===== src/logic/booth_pp_pkg.sv =====
package booth_pp_pkg;

  localparam int PP_W = 20;
  localparam int PP_ROWS = 9;
  localparam int ROW_SHIFT = 2;

  // the tenth Booth row only carries the correction term and is never negative
  localparam int LATE_W = 18;
  localparam int LATE_WEIGHT = 18;

  localparam int PROD_W = 36;

  typedef logic [PP_W-1:0] pp_row_t;

  typedef logic [LATE_W-1:0] late_row_t;

  // rows[0] is row one at weight 0 and rows[k] sits at weight ROW_SHIFT*k
  typedef struct packed {
    late_row_t                  late;
    pp_row_t [PP_ROWS-1:0]      rows;
  } pp_bundle_t;

  typedef logic [PROD_W-1:0] product_t;

endpackage

===== src/logic/wtree_pkg.sv =====
package wtree_pkg;

  localparam int CSA_GROUPS = 3;
  localparam int GROUP_W = 24;

  // one bit per optional register rank in pipe_mask
  localparam int PIPE_BITS = 7;
  localparam int PIPE_IN = 0;
  localparam int PIPE_STG1 = 1;
  localparam int PIPE_STG2 = 2;
  localparam int PIPE_STG3 = 3;
  localparam int PIPE_STG4 = 4;
  localparam int PIPE_STG5 = 5;
  localparam int PIPE_OUT = 6;

  // lo sits at offset 0, mid at offset 2 and hi at offset 4 inside a group
  typedef struct packed {
    booth_pp_pkg::pp_row_t hi;
    booth_pp_pkg::pp_row_t mid;
    booth_pp_pkg::pp_row_t lo;
  } pp_triple_t;

  // in every pair carry[i] weighs 2^(i+1), so the value is sum plus twice carry
  typedef struct packed {
    logic [GROUP_W-1:0] sum;
    logic [GROUP_W-1:0] carry;
  } csa24_t;

  typedef struct packed {
    logic [29:0] sum;
    logic [29:0] carry;
  } csa30_t;

  typedef struct packed {
    logic [28:0] sum;
    logic [28:0] carry;
  } csa29_t;

  typedef struct packed {
    logic [booth_pp_pkg::PROD_W-1:0] sum;
    logic [booth_pp_pkg::PROD_W-1:0] carry;
  } csa36_t;

  typedef logic [27:0] left_carry_t;

endpackage


===== src/logic/wtree_mult_top.sv =====
`timescale 1ns/1ps

module wtree_mult_top #(
  parameter logic [wtree_pkg::PIPE_BITS-1:0] pipe_mask = '1
) (
  input  logic                     clk,
  input  logic                     rstn,
  input  booth_pp_pkg::pp_bundle_t pp,
  output booth_pp_pkg::product_t   final_p
);

  wtree_pkg::pp_triple_t [wtree_pkg::CSA_GROUPS-1:0] triples;
  booth_pp_pkg::late_row_t late_row;
  wire wtree_pkg::csa24_t [wtree_pkg::CSA_GROUPS-1:0] pairs;
  wtree_pkg::csa36_t tree_pair;

  pp_capture #(
    .pipe_mask (pipe_mask)
  ) u_pp_capture (
    .clk      (clk),
    .rstn     (rstn),
    .pp       (pp),
    .triples  (triples),
    .late_row (late_row)
  );

  // group g reduces rows 3g+1 to 3g+3 at base weight 6g
  for (genvar g = 0; g < wtree_pkg::CSA_GROUPS; g++) begin : g_csa
    csa_row #(
      .pipe_mask (pipe_mask)
    ) u_csa_row (
      .clk  (clk),
      .rstn (rstn),
      .rows (triples[g]),
      .pair (pairs[g])
    );
  end

  reduce_tree #(
    .pipe_mask (pipe_mask)
  ) u_reduce_tree (
    .clk   (clk),
    .rstn  (rstn),
    .pairs (pairs),
    .pair  (tree_pair)
  );

  final_stage #(
    .pipe_mask (pipe_mask)
  ) u_final_stage (
    .clk      (clk),
    .rstn     (rstn),
    .pair     (tree_pair),
    .late_row (late_row),
    .final_p  (final_p)
  );

endmodule


===== src/logic/final_stage.sv =====
`timescale 1ns/1ps

module final_stage #(
  parameter logic [wtree_pkg::PIPE_BITS-1:0] pipe_mask = '1
) (
  input  logic                    clk,
  input  logic                    rstn,
  input  wtree_pkg::csa36_t       pair,
  input  booth_pp_pkg::late_row_t late_row,
  output booth_pp_pkg::product_t  final_p
);

  localparam int TW = booth_pp_pkg::PROD_W;
  localparam int LW = booth_pp_pkg::LATE_W;
  localparam int LWT = booth_pp_pkg::LATE_WEIGHT;

  wire [LW-1:0] late_dly [0:4];
  logic [TW-1:0] t5_x;
  logic [TW-1:0] t5_y;
  logic [TW-1:0] t5_z;
  wtree_pkg::csa36_t stg5_d;
  wtree_pkg::csa36_t stg5;
  booth_pp_pkg::product_t sum_d;

  // one delay per register rank that the tree uses between stage 1 and stage 4
  assign late_dly[0] = late_row;

  for (genvar i = 0; i < 4; i++) begin : g_late
    if (pipe_mask[wtree_pkg::PIPE_STG1 + i]) begin : g_reg
      booth_pp_pkg::late_row_t late_r;

      always_ff @(posedge clk or negedge rstn) begin
        if (!rstn) begin
          late_r <= '0;
        end else begin
          late_r <= late_dly[i];
        end
      end

      assign late_dly[i+1] = late_r;
    end else begin : g_thru
      assign late_dly[i+1] = late_dly[i];
    end
  end

  // late row is zero-extended and joins at weight 18
  assign t5_x = pair.sum;
  assign t5_y = {pair.carry[TW-2:0], 1'b0};
  assign t5_z = {{(TW-LW-LWT){1'b0}}, late_dly[4], {LWT{1'b0}}};

  assign stg5_d.sum   = t5_x ^ t5_y ^ t5_z;
  assign stg5_d.carry = (t5_x & t5_y) | (t5_x & t5_z) | (t5_y & t5_z);

  generate
    if (pipe_mask[wtree_pkg::PIPE_STG5]) begin : g_stg5_reg
      always_ff @(posedge clk or negedge rstn) begin
        if (!rstn) begin
          stg5 <= '0;
        end else begin
          stg5 <= stg5_d;
        end
      end
    end else begin : g_stg5_comb
      always_comb begin
        stg5 = stg5_d;
      end
    end
  endgenerate

  assign sum_d = stg5.sum + {stg5.carry[TW-2:0], 1'b0};

  generate
    if (pipe_mask[wtree_pkg::PIPE_OUT]) begin : g_out_reg
      always_ff @(posedge clk or negedge rstn) begin
        if (!rstn) begin
          final_p <= '0;
        end else begin
          final_p <= sum_d;
        end
      end
    end else begin : g_out_comb
      always_comb begin
        final_p = sum_d;
      end
    end
  endgenerate

  // catches an X from any rank of the whole tree, including the late-row delay line
  a_product_known: assert property (
    @(posedge clk) disable iff (!rstn)
    !$isunknown(final_p)
  ) else $error("product holds unknown bits after reset");

endmodule


===== src/logic/reduce_tree.sv =====
`timescale 1ns/1ps

module reduce_tree #(
  parameter logic [wtree_pkg::PIPE_BITS-1:0] pipe_mask = '1
) (
  input  logic                                          clk,
  input  logic                                          rstn,
  input  wtree_pkg::csa24_t [wtree_pkg::CSA_GROUPS-1:0] pairs,
  output wtree_pkg::csa36_t                             pair
);

  localparam int GW = wtree_pkg::GROUP_W;
  localparam int TW = booth_pp_pkg::PROD_W;

  logic [29:0] a2_x;
  logic [29:0] a2_y;
  logic [29:0] a2_z;
  logic [28:0] b2_x;
  logic [28:0] b2_y;
  logic [28:0] b2_z;
  logic [TW-1:0] t3_x;
  logic [TW-1:0] t3_y;
  logic [TW-1:0] t3_z;
  logic [TW-1:0] t4_x;
  logic [TW-1:0] t4_y;
  logic [TW-1:0] t4_z;

  wtree_pkg::csa30_t stg2_a_d;
  wtree_pkg::csa30_t stg2_a;
  wtree_pkg::csa29_t stg2_b_d;
  wtree_pkg::csa29_t stg2_b;
  wtree_pkg::csa36_t stg3_d;
  wtree_pkg::csa36_t stg3;
  wtree_pkg::left_carry_t left_carry;
  wtree_pkg::csa36_t stg4_d;
  logic [TW-1:0] stg2_value;
  logic [TW-1:0] stg4_value;

  // stage 2a works at weight 0 with group 1 and the sum of group 2 at offset 6
  assign a2_x = {{(30-GW){pairs[0].sum[GW-1]}}, pairs[0].sum};
  assign a2_y = {{(29-GW){pairs[0].carry[GW-1]}}, pairs[0].carry, 1'b0};
  assign a2_z = {pairs[1].sum, 6'b0};

  assign stg2_a_d.sum   = a2_x ^ a2_y ^ a2_z;
  assign stg2_a_d.carry = (a2_x & a2_y) | (a2_x & a2_z) | (a2_y & a2_z);

  // stage 2b is anchored at weight 7, where the carry of group 2 starts
  // its bits above weight 35 are dropped, so the top carry of group 3 never enters
  assign b2_x = {{(29-GW){pairs[1].carry[GW-1]}}, pairs[1].carry};
  assign b2_y = {pairs[2].sum, 5'b0};
  assign b2_z = {pairs[2].carry[GW-2:0], 6'b0};

  assign stg2_b_d.sum   = b2_x ^ b2_y ^ b2_z;
  assign stg2_b_d.carry = (b2_x & b2_y) | (b2_x & b2_z) | (b2_y & b2_z);

  generate
    if (pipe_mask[wtree_pkg::PIPE_STG2]) begin : g_stg2_reg
      always_ff @(posedge clk or negedge rstn) begin
        if (!rstn) begin
          stg2_a <= '0;
          stg2_b <= '0;
        end else begin
          stg2_a <= stg2_a_d;
          stg2_b <= stg2_b_d;
        end
      end
    end else begin : g_stg2_comb
      always_comb begin
        stg2_a = stg2_a_d;
        stg2_b = stg2_b_d;
      end
    end
  endgenerate

  assign t3_x = {{(TW-30){stg2_a.sum[29]}}, stg2_a.sum};
  assign t3_y = {{(TW-31){stg2_a.carry[29]}}, stg2_a.carry, 1'b0};
  assign t3_z = {stg2_b.sum, 7'b0};

  assign stg3_d.sum   = t3_x ^ t3_y ^ t3_z;
  assign stg3_d.carry = (t3_x & t3_y) | (t3_x & t3_z) | (t3_y & t3_z);

  // the carry of stage 2b skips stage 3 and rides along in its register rank
  generate
    if (pipe_mask[wtree_pkg::PIPE_STG3]) begin : g_stg3_reg
      always_ff @(posedge clk or negedge rstn) begin
        if (!rstn) begin
          stg3       <= '0;
          left_carry <= '0;
        end else begin
          stg3       <= stg3_d;
          left_carry <= stg2_b.carry[27:0];
        end
      end
    end else begin : g_stg3_comb
      always_comb begin
        stg3       = stg3_d;
        left_carry = stg2_b.carry[27:0];
      end
    end
  endgenerate

  assign t4_x = stg3.sum;
  assign t4_y = {stg3.carry[TW-2:0], 1'b0};
  assign t4_z = {left_carry, 8'b0};

  assign stg4_d.sum   = t4_x ^ t4_y ^ t4_z;
  assign stg4_d.carry = (t4_x & t4_y) | (t4_x & t4_z) | (t4_y & t4_z);

  generate
    if (pipe_mask[wtree_pkg::PIPE_STG4]) begin : g_stg4_reg
      always_ff @(posedge clk or negedge rstn) begin
        if (!rstn) begin
          pair <= '0;
        end else begin
          pair <= stg4_d;
        end
      end
    end else begin : g_stg4_comb
      always_comb begin
        pair = stg4_d;
      end
    end
  endgenerate

  // stage 3 result and the skipped carry must meet in the same cycle to keep the sum
  assign stg2_value = t3_x + t3_y + t3_z + {stg2_b.carry[27:0], 8'b0};
  assign stg4_value = stg4_d.sum + {stg4_d.carry[TW-2:0], 1'b0};

  generate
    if (pipe_mask[wtree_pkg::PIPE_STG3]) begin : g_conserve_reg
      a_stg4_conserve: assert property (
        @(posedge clk) disable iff (!rstn)
        $past(rstn) |-> (stg4_value == $past(stg2_value))
      ) else $error("stage 4 changes the carry-save value");
    end else begin : g_conserve_comb
      a_stg4_conserve: assert property (
        @(posedge clk) disable iff (!rstn)
        stg4_value == stg2_value
      ) else $error("stage 4 changes the carry-save value");
    end
  endgenerate

endmodule


===== src/logic/csa_row.sv =====
`timescale 1ns/1ps

module csa_row #(
  parameter logic [wtree_pkg::PIPE_BITS-1:0] pipe_mask = '1
) (
  input  logic                  clk,
  input  logic                  rstn,
  input  wtree_pkg::pp_triple_t rows,
  output wtree_pkg::csa24_t     pair
);

  localparam int W  = wtree_pkg::GROUP_W;
  localparam int PW = booth_pp_pkg::PP_W;
  localparam int SH = booth_pp_pkg::ROW_SHIFT;

  logic [W-1:0] op_lo;
  logic [W-1:0] op_mid;
  logic [W-1:0] op_hi;
  wtree_pkg::csa24_t pair_d;

  // each row keeps its own sign bit up to bit 23
  assign op_lo  = {{(W-PW){rows.lo[PW-1]}}, rows.lo};
  assign op_mid = {{(W-PW-SH){rows.mid[PW-1]}}, rows.mid, {SH{1'b0}}};
  assign op_hi  = {rows.hi, {(2*SH){1'b0}}};

  // a full adder per column
  // where an operand is zero the column degenerates to a half adder or a pass-through
  assign pair_d.sum   = op_lo ^ op_mid ^ op_hi;
  assign pair_d.carry = (op_lo & op_mid) | (op_lo & op_hi) | (op_mid & op_hi);

  generate
    if (pipe_mask[wtree_pkg::PIPE_STG1]) begin : g_stg1_reg
      always_ff @(posedge clk or negedge rstn) begin
        if (!rstn) begin
          pair <= '0;
        end else begin
          pair <= pair_d;
        end
      end
    end else begin : g_stg1_comb
      always_comb begin
        pair = pair_d;
      end
    end
  endgenerate

  // the pair must hold the three signed rows at offsets 0, 2 and 4
  a_csa_value: assert property (
    @(posedge clk) disable iff (!rstn)
    (pair_d.sum + {pair_d.carry[W-2:0], 1'b0})
      == W'($signed(rows.lo) + ($signed(rows.mid) <<< SH)
            + ($signed(rows.hi) <<< (2 * SH)))
  ) else $error("first-stage pair does not match the offset row sum");

endmodule


===== src/logic/pp_capture.sv =====
`timescale 1ns/1ps

module pp_capture #(
  parameter logic [wtree_pkg::PIPE_BITS-1:0] pipe_mask = '1
) (
  input  logic                                              clk,
  input  logic                                              rstn,
  input  booth_pp_pkg::pp_bundle_t                          pp,
  output wtree_pkg::pp_triple_t [wtree_pkg::CSA_GROUPS-1:0] triples,
  output booth_pp_pkg::late_row_t                           late_row
);

  booth_pp_pkg::pp_bundle_t pp_q;

  generate
    if (pipe_mask[wtree_pkg::PIPE_IN]) begin : g_in_reg
      always_ff @(posedge clk or negedge rstn) begin
        if (!rstn) begin
          pp_q <= '0;
        end else begin
          pp_q <= pp;
        end
      end
    end else begin : g_in_comb
      always_comb begin
        pp_q = pp;
      end
    end
  endgenerate

  // group g collects rows 3g+1 to 3g+3, so each group starts at weight 6g
  always_comb begin
    for (int g = 0; g < wtree_pkg::CSA_GROUPS; g++) begin
      triples[g].lo  = pp_q.rows[3*g];
      triples[g].mid = pp_q.rows[3*g+1];
      triples[g].hi  = pp_q.rows[3*g+2];
    end
  end

  assign late_row = pp_q.late;

  // the late row bypasses stages 1 to 4, so an X here would only show up at the adder
  a_late_row_known: assert property (
    @(posedge clk) disable iff (!rstn)
    !$isunknown(late_row)
  ) else $error("late row carries unknown bits after reset");

endmodule


===== config.mk =====
export PLATFORM = sky130hd
export DESIGN_NAME = wtree_mult_top
export DESIGN_NICKNAME = d
export VERILOG_FILES = /design/src/logic/booth_pp_pkg.sv /design/src/logic/wtree_pkg.sv /design/src/logic/wtree_mult_top.sv /design/src/logic/final_stage.sv /design/src/logic/reduce_tree.sv /design/src/logic/csa_row.sv /design/src/logic/pp_capture.sv
export SDC_FILE = /design/constraint.sdc
export NUM_CORES = 1
export LEC_CHECK = 0
export BUFFER_PORTS_ARGS = -buffer_cell sky130_fd_sc_hd__buf_2
export CAP_MARGIN = 10
export CORE_MARGIN = 2
export CORE_UTILIZATION = 40
export CTS_CLUSTER_DIAMETER = 100
export CTS_CLUSTER_SIZE = 14
export DETAILED_ROUTE_END_ITERATION = 10
export PLACE_DENSITY = 0.65
export SLEW_MARGIN = 20
export SYNTH_ARGS = -nofsm -noshare
export SYNTH_HDL_FRONTEND = slang
export SYNTH_SLANG_ARGS = --single-unit

===== constraint.sdc =====
create_clock -name clk -period 2.65 [get_ports clk]
set_input_delay 0 -clock clk [delete_from_list [all_inputs] [get_ports clk]]
set_output_delay 0 -clock clk [all_outputs]
set_load 0.1 [all_outputs]

==> flow_summary.json, run 1 <==
{
  "min_from": "pp[122]",
  "cap_violations": 0,
  "yosysTopAreaCellShare_pct": 78.08,
  "async_flop_share_pct": 100.0,
  "synth-edff-count": 0,
  "place.port_buffers": 235,
  "cts_max_path_buffers": 3,
  "r2r_slack_ps": 110,
  "row_count": 91,
  "die_y_um": 252.5,
  "syn_area_per_cell_sq_um": 20.68,
  "crit_path_end_kind": "register",
  "synth_warnings": 0,
  "ys_ff_latch": 771,
  "routed_wl_um": 44620,
  "relSlewSlack_pct": 61.22,
  "cts_setup_buffers": 0,
  "r2r-start": "u_final_stage.stg5[6]$_DFF_PN0_",
  "ir_drop_uv": 594.0,
  "design.die.area_sq_um": 63780,
  "cp.required_ps": 3150,
  "viasPerCell": 4.403,
  "final_area_sq_um": 32530,
  "grt_antenna_before_repair": 0,
  "seq_area_frac_synth_pct": 78.08,
  "clock-sinks": 771,
  "hold_viol_final": 0,
  "setup_viol": 0,
  "wl_per_cell_um": 16.65,
  "powerDensity_nw_per_um2": 971.6,
  "dr.pass1.iters": 5,
  "worstSkewPairLatency_ps": 620,
  "max_freq_mhz": 393.9,
  "status": "complete, no violations",
  "cp-start-kind": "register",
  "criticalPathCategory": "register to register",
  "die_x_um": 252.5,
  "synthesis.nets": 1631,
  "drc": 0,
  "timing.final.crit_share_pct": 95.80,
  "netlist_area_sq_um": 24710,
  "core_area_sq_um": 61370,
  "drtIter0Drc": 598,
  "slew_viol_final": 0,
  "root_buffer": "clkbuf_16",
  "grt_use_total_pct": 14.88,
  "worst_pin_slew_ps": 585.7,
  "pin_count": 236,
  "nets": 2320,
  "clock_skew_ps": 11.22,
  "max_stage_delay_ps": 430,
  "worstPathArrival_ps": 3040,
  "cts_htree_levels": 2,
  "place_area_sq_um": 27070,
  "post_route_cells_drive_above_1_share_pct": 17.63,
  "routabilityCongestion": 0.8617,
  "initial_utilization_pct": 40.26,
  "critPathSlowestCell": "fa_1",
  "areaGrowthSynthToFinish_pct": 31.65,
  "grt_first_pass_wirelength_um": 73020,
  "cts_resized": 0,
  "fillers": 4699,
  "hold_class": "input pin to register",
  "via_count": 11800,
  "yosysMostFrequentCell": "dfrtp_1",
  "crit_fanout": 4,
  "dpl.hpwl_um": 25960,
  "grt_pass1_vias": 13950,
  "worstSetupStartpoint": "u_final_stage.stg5[6]$_DFF_PN0_",
  "clkTransAtPathRegs_ps": 60,
  "crit_chain": "ha_1, fa_1, a21oi_2, o21ai_2, a41oi_2, o31a_4, o211ai_2, a311o_1, xnor2_1",
  "synthTopCellsByCount": "771 x dfrtp_1, 169 x fa_1, 67 x ha_1, 25 x xnor2_1",
  "cts_made_buffers": 61,
  "cts_tree": "built",
  "postRouteAntennaNets": 0,
  "tns_ps": 0,
  "report.power.total_uw": 31610,
  "synth.distinct_cells": 43,
  "grt_overflow_total": 0,
  "yosys_most_used_dff": "dfrtp_1",
  "grt_max_degree": 95,
  "rsz0062_at_grt": "no",
  "period_needed_ps": 2539,
  "syn_inst": 1195,
  "yosys-top-cells-area": "dfrtp_1 78%, fa_1 14%, ha_1 3.4%",
  "cellLeakagePower_uw": 0.01475,
  "yosysTopAreaCell": "dfrtp_1"
}
-- through the flow --
stage	hold WS, ps	util, %	setup slack, ps	std cells
floorplan	-295.6	-	311.9	1195
global placement	50.85	44.11	149.6	2229
detailed placement	62.46	44.11	98.45	2229
CTS	1.242	53.00	96.20	2679
global route	2.296	53.00	10.42	2679
finish	28.01	53.01	111.3	2680
-- final timing paths --
path,to,cells past startpoint
max,u_final_stage.final_p[35]$_DFF_PN0_,9
min reg2reg,u_final_stage.g_late[3].g_reg.late_r[2]$_DFF_PN0_,0
min in group asynchronous,u_final_stage.stg5[9]$_DFF_PN0_,3
max in group asynchronous,g_csa[1].u_csa_row.pair[28]$_DFF_PN0_,4
max reg2reg,u_final_stage.final_p[35]$_DFF_PN0_,9
min,u_pp_capture.triples[122]$_DFF_PN0_,2
-- final cells by class --
type | count | area, sq um | share of cell area, %
Tap cell | 790 | 988.4 | 3.038
Inverter | 6 | 22.52 | 0.06923
Clock inverter | 5 | 80.08 | 0.2462
Sequential cell | 771 | 19290 | 59.31
Clock buffer | 63 | 1544 | 4.746
Multi-Input combinational cell | 409 | 5345 | 16.43
Antenna cell | 1 | 2.502 | 0.007692
Timing Repair Buffer | 635 | 5255 | 16.15
-- metal layers --
metal  vias up  routed length [um]  global-route usage, %
li1       5191                   -                      -
met3        69                2122                  3.110
met1      6275               17420                  18.31
met4         0                1093                  4.615
met2       266               23980                  26.38
met5         -                   0                      0
-- power by group --
| part | leakage [uW] | switching (uW) | internal, uW |
|---|---|---|---|
| combinational | 0.00490 | 5250 | 2910 |
| sequential | 0.00906 | 1150 | 14300 |
| clock | 0.000797 | 3880 | 4120 |
| total | 0.0148 | 10300 | 21300 |
-- worst max-delay path, delay by kind of cell, from the launching register on --
| family | cells | cell delay [ps] |
|---|---|---|
| adders and majority gates | 2 | 660 |
| AOI/OAI and AO/OA | 6 | 1280 |
| DFF | 1 | 360 |
| xor gates and xnor gates | 1 | 130 |
-- cell families after synthesis --
| group | share of synthesized area [%] |
|---|---|
| flops | 78.08 |
| fa+ha+maj | 17.08 |
| compound gates | 2.081 |
| simple gates | 1.225 |
| xor+xnor | 1.241 |
| buf+inv | 0.2886 |
-- sequential cells by signal, indices dropped and copies added (netlist names) --
register	count
u_reduce_tree.left_carry	23
u_final_stage.g_late.g_reg.late_r	72
u_reduce_tree.stg3	31
u_reduce_tree.t4_x	36
g_csa.u_csa_row.pair	137
u_final_stage.final_p	36
u_final_stage.stg5	65
u_reduce_tree.pair	66
u_pp_capture.late_row	18
u_reduce_tree.stg2_a	57
u_reduce_tree.stg2_b	50
u_pp_capture.triples	180
-- layout by cell type, fill, tap and decap left out, types with 2 or more instances in the layout --
cell / synthesis / final
clkbuf_16: 0 / 61
nor3_1: 6 / 6
xnor2_1: 25 / 25
dfrtp_1: 771 / 771
ha_1: 67 / 67
nor2b_1: 4 / 4
buf_12: 0 / 9
nand4_1: 6 / 6
nand3_1: 8 / 8
inv_1: 6 / 6
a31oi_1: 6 / 6
a21o_1: 8 / 8
dlygate4sd3_1: 0 / 381
buf_4: 0 / 10
nor2_1: 13 / 13
o21bai_1: 2 / 2
o21ai_1: 2 / 2
a21oi_2: 2 / 2
buf_2: 6 / 234
o21ai_2: 3 / 3
nand2_1: 22 / 22
o21a_1: 3 / 3
a21oi_1: 22 / 22
fa_1: 169 / 169
xor2_1: 10 / 10
o21ai_0: 12 / 12
-- repair_timing --
| item | 4_1_cts | 5_1_grt |
|---|---|---|
| hold buffers | 382 | 0 |
| hold endpoints to repair | 877 | 0 |
| endpoints found under the setup margin | 0 | 1 |
Note: power is estimated with default switching activity, not from simulation.
==> inputs of run 2 (changes only) <==
--- a/config.mk
+++ b/config.mk
@@ -5,15 +5,17 @@
 export SDC_FILE = /design/constraint.sdc
 export NUM_CORES = 1
 export LEC_CHECK = 0
+export ABC_AREA = 1
 export BUFFER_PORTS_ARGS = -buffer_cell sky130_fd_sc_hd__buf_2
 export CAP_MARGIN = 10
+export CORE_ASPECT_RATIO = 0.6
 export CORE_MARGIN = 2
 export CORE_UTILIZATION = 40
 export CTS_CLUSTER_DIAMETER = 100
 export CTS_CLUSTER_SIZE = 14
 export DETAILED_ROUTE_END_ITERATION = 10
-export PLACE_DENSITY = 0.65
-export SLEW_MARGIN = 20
+export PLACE_DENSITY = 0.64
+export SLEW_MARGIN = 5
 export SYNTH_ARGS = -nofsm -noshare
 export SYNTH_HDL_FRONTEND = slang
 export SYNTH_SLANG_ARGS = --single-unit
==> run 2 against run 1 <==
  * Sequential cell count is the same
  * Fmax up 28%
  * Non-clock buffer count increased by 3
  * Global-route usage grew 0.84 points
  * First-iteration DRC count grew 10%
  * Combinational power up 9.2%
  * Clock power barely moved
  * Clock skew grew 14 ps
  * Wire length grew 8.5%
  * Highest routed layer unchanged
==> flow_summary.json, run 2 <==
{
  "yosysTopAreaCellShare_pct": 76.08,
  "yosys_most_used_dff": "dfrtp_1",
  "netlist_area_sq_um": 25360,
  "cp.required_ps": 3130,
  "antenna-diode-count": 0,
  "critPathSlowestCell": "ha_1",
  "drtIter0Drc": 658,
  "drc": 0,
  "rsz0062_at_grt": "no",
  "grt_pass1_vias": 14600,
  "die_y_um": 199.0,
  "max_freq_mhz": 502.8,
  "syn_area_per_cell_sq_um": 17.77,
  "post_route_cells_drive_above_1_share_pct": 15.77,
  "slew_viol_final": 0,
  "dr.pass1.iters": 7,
  "wl_per_cell_um": 16.31,
  "crit_fanout": 5,
  "cellLeakagePower_uw": 0.01563,
  "design.die.area_sq_um": 65490,
  "synth-edff-count": 0,
  "holdBufCountCts": 387,
  "cts_made_buffers": 61,
  "grt_use_total_pct": 15.72,
  "path_delay_family": "simple AND/OR/NAND/NOR gates",
  "synth.distinct_cells": 16,
  "relSlewSlack_pct": 63.11,
  "dp_cells": 2516,
  "powerDensity_nw_per_um2": 972.0,
  "synthTopCellsByCount": "771 x dfrtp_1, 200 x nand2_1, 169 x fa_1, 94 x inv_1, 67 x ha_1",
  "ir_drop_uv": 768.2,
  "routed_wl_um": 48430,
  "yosysTopAreaCell": "dfrtp_1",
  "tns_ps": 0,
  "cts_resized": 0,
  "dpl.hpwl_um": 29360,
  "worstPathArrival_ps": 2470,
  "layout_common_cells": "771 x dfrtp_1, 387 x dlygate4sd3_1, 234 x buf_2",
  "cts_tree": "built",
  "async_flop_share_pct": 100.0,
  "synth_warnings": 0,
  "largest_reg_flops": 180,
  "final_cells": 2970,
  "clock_skew_ps": 25.07,
  "criticalPathCategory": "register to register",
  "layout_commonest_cell": "dfrtp_1",
  "status": "complete, no violations",
  "worstSkewPairLatency_ps": 630,
  "pin_count": 236,
  "timing.critical_path.buf_inv": 0,
  "syn_inst": 1427,
  "crit_chain": "ha_1, nand2_1, nor2_1, nand2_1, nor2_1, nand2_1, nand4_1, nand2_1",
  "via_count": 12590,
  "cts_htree_levels": 2,
  "initial_utilization_pct": 40.43,
  "worst_pin_slew_ps": 557.2,
  "cts_setup_buffers": 0,
  "max_stage_delay_ps": 400,
  "hold_viol_final": 0,
  "routabilityCongestion": 0.7804,
  "crit_path_end_kind": "register",
  "grt_max_degree": 104,
  "areaGrowthSynthToFinish_pct": 31.28,
  "yosysMostFrequentCell": "dfrtp_1",
  "row_count": 71,
  "grt_overflow_total": 0,
  "core_area_sq_um": 62720,
  "ys_ff_latch": 771,
  "nets": 2564,
  "cts_max_path_buffers": 3,
  "yosys-top-cells-area": "dfrtp_1 76%, fa_1 13%, ha_1 3.3%",
  "die_x_um": 329.1,
  "timing.final.crit_share_pct": 75.05,
  "viasPerCell": 4.239,
  "seq_area_frac_synth_pct": 76.08,
  "hold_class": "input pin to register",
  "grt_first_pass_wirelength_um": 78760,
  "grt_antenna_before_repair": 1,
  "place.port_buffers": 235,
  "clock-sinks": 771,
  "synthesis.nets": 1863,
  "root_buffer": "clkbuf_16",
  "setup_viol": 0,
  "postRouteAntennaNets": 0,
  "cp-start-kind": "register",
  "cap_violations": 0,
  "crit_top_cell": "nand2_1",
  "period_needed_ps": 1989,
  "clkTransAtPathRegs_ps": 70
}
run 2: cell count changes after synthesis, moves of 7 or more:
cell | previous run | this run
nand2_1 | 22 | 200
inv_1 | 6 | 94
nand3_1 | 8 | 30
xnor2_1 | 25 | 7
nor2_1 | 13 | 30
o21ai_0 | 12 | 0
nor2_2 | 0 | 8
a21o_1 | 8 | 1
xor2_1 | 10 | 17
run 2: path summary, 6_finish.rpt:
check | start | end | slack (ps) | depth (start not counted)
hold reg to reg | u_final_stage.g_late[2].g_reg.late_r[5]$_DFF_PN0_ | u_final_stage.g_late[3].g_reg.late_r[5]$_DFF_PN0_ | 340 | 0
min in group asynchronous | rstn | g_csa[0].u_csa_row.pair[19]$_DFF_PN0_ | 470 | 3
max in group asynchronous | rstn | u_pp_capture.triples[88]$_DFF_PN0_ | 1300 | 4
setup reg to reg | u_final_stage.stg5[60]$_DFF_PN0_ | u_final_stage.final_p[28]$_DFF_PN0_ | 660 | 8
hold / removal | pp[187] | u_pp_capture.late_row[7]$_DFF_PN0_ | 40 | 2
setup / recovery | u_final_stage.stg5[60]$_DFF_PN0_ | u_final_stage.final_p[28]$_DFF_PN0_ | 660 | 8
run 2: layout make-up:
type	count	area [sq um]
inverter	94	352.8
clock inverter	3	52.55
timing repair buffer	638	5275
multi-input combinational	562	5713
fill	5002	29430
sequential	771	19290
tap	839	1050
clock buffer	63	1555
run 2: power breakdown:
group	internal, uW	switching (uW)	leakage [uW]
Clock	4130	3870	0.000789
Sequential	14300	1170	0.00906
Combinational	2830	6080	0.00578
Total	21200	11100	0.0156
run 2: logic make-up after synthesis:
logic type,Yosys count,synth area share [%]
flops,771,76.08
simple gates,284,4.677
fa+ha+maj,236,16.65
buf+inv,94,1.391
xor+xnor,24,0.8289
compound gates,18,0.3750
run 2: per-stage QoR:
step | cell area (sq um) | worst slack, ps | util [%] | total power (uW) | hold slack (ps)
6_report | 33290 | 661.1 | 53.08 | 32360 | 37.16
5_1_grt | 33290 | 519.6 | 53.08 | 34650 | 9.621
4_1_cts | 33280 | 679.0 | 53.07 | 32920 | 0.3825
3_5_place_dp | 27780 | 684.4 | 44.30 | 24330 | 51.22
3_3_place_gp | 27780 | 708.3 | 44.30 | 24260 | 49.21
2_1_floorplan | 25360 | 968.7 | - | 21130 | -295.6
run 2: worst reg2reg max path, cell delays in order (launching register included):
cell and delay, ps:
dfrtp_1 380, ha_1 400, nand2_1 170, nor2_1 310, nand2_1 120, nor2_1 100, nand2_1 110, nand4_1 120
nand2_1 130
run 2: metal layers:
metal	part of all wire, %	up-vias	GRT usage [%]	wire length, um
met4	2.3	0	4.444	1132
met1	45	6523	21.76	21860
met2	49	215	25.70	23580
met5	0	-	0	0
met3	3.8	90	2.932	1852
li1	-	5762	-	-
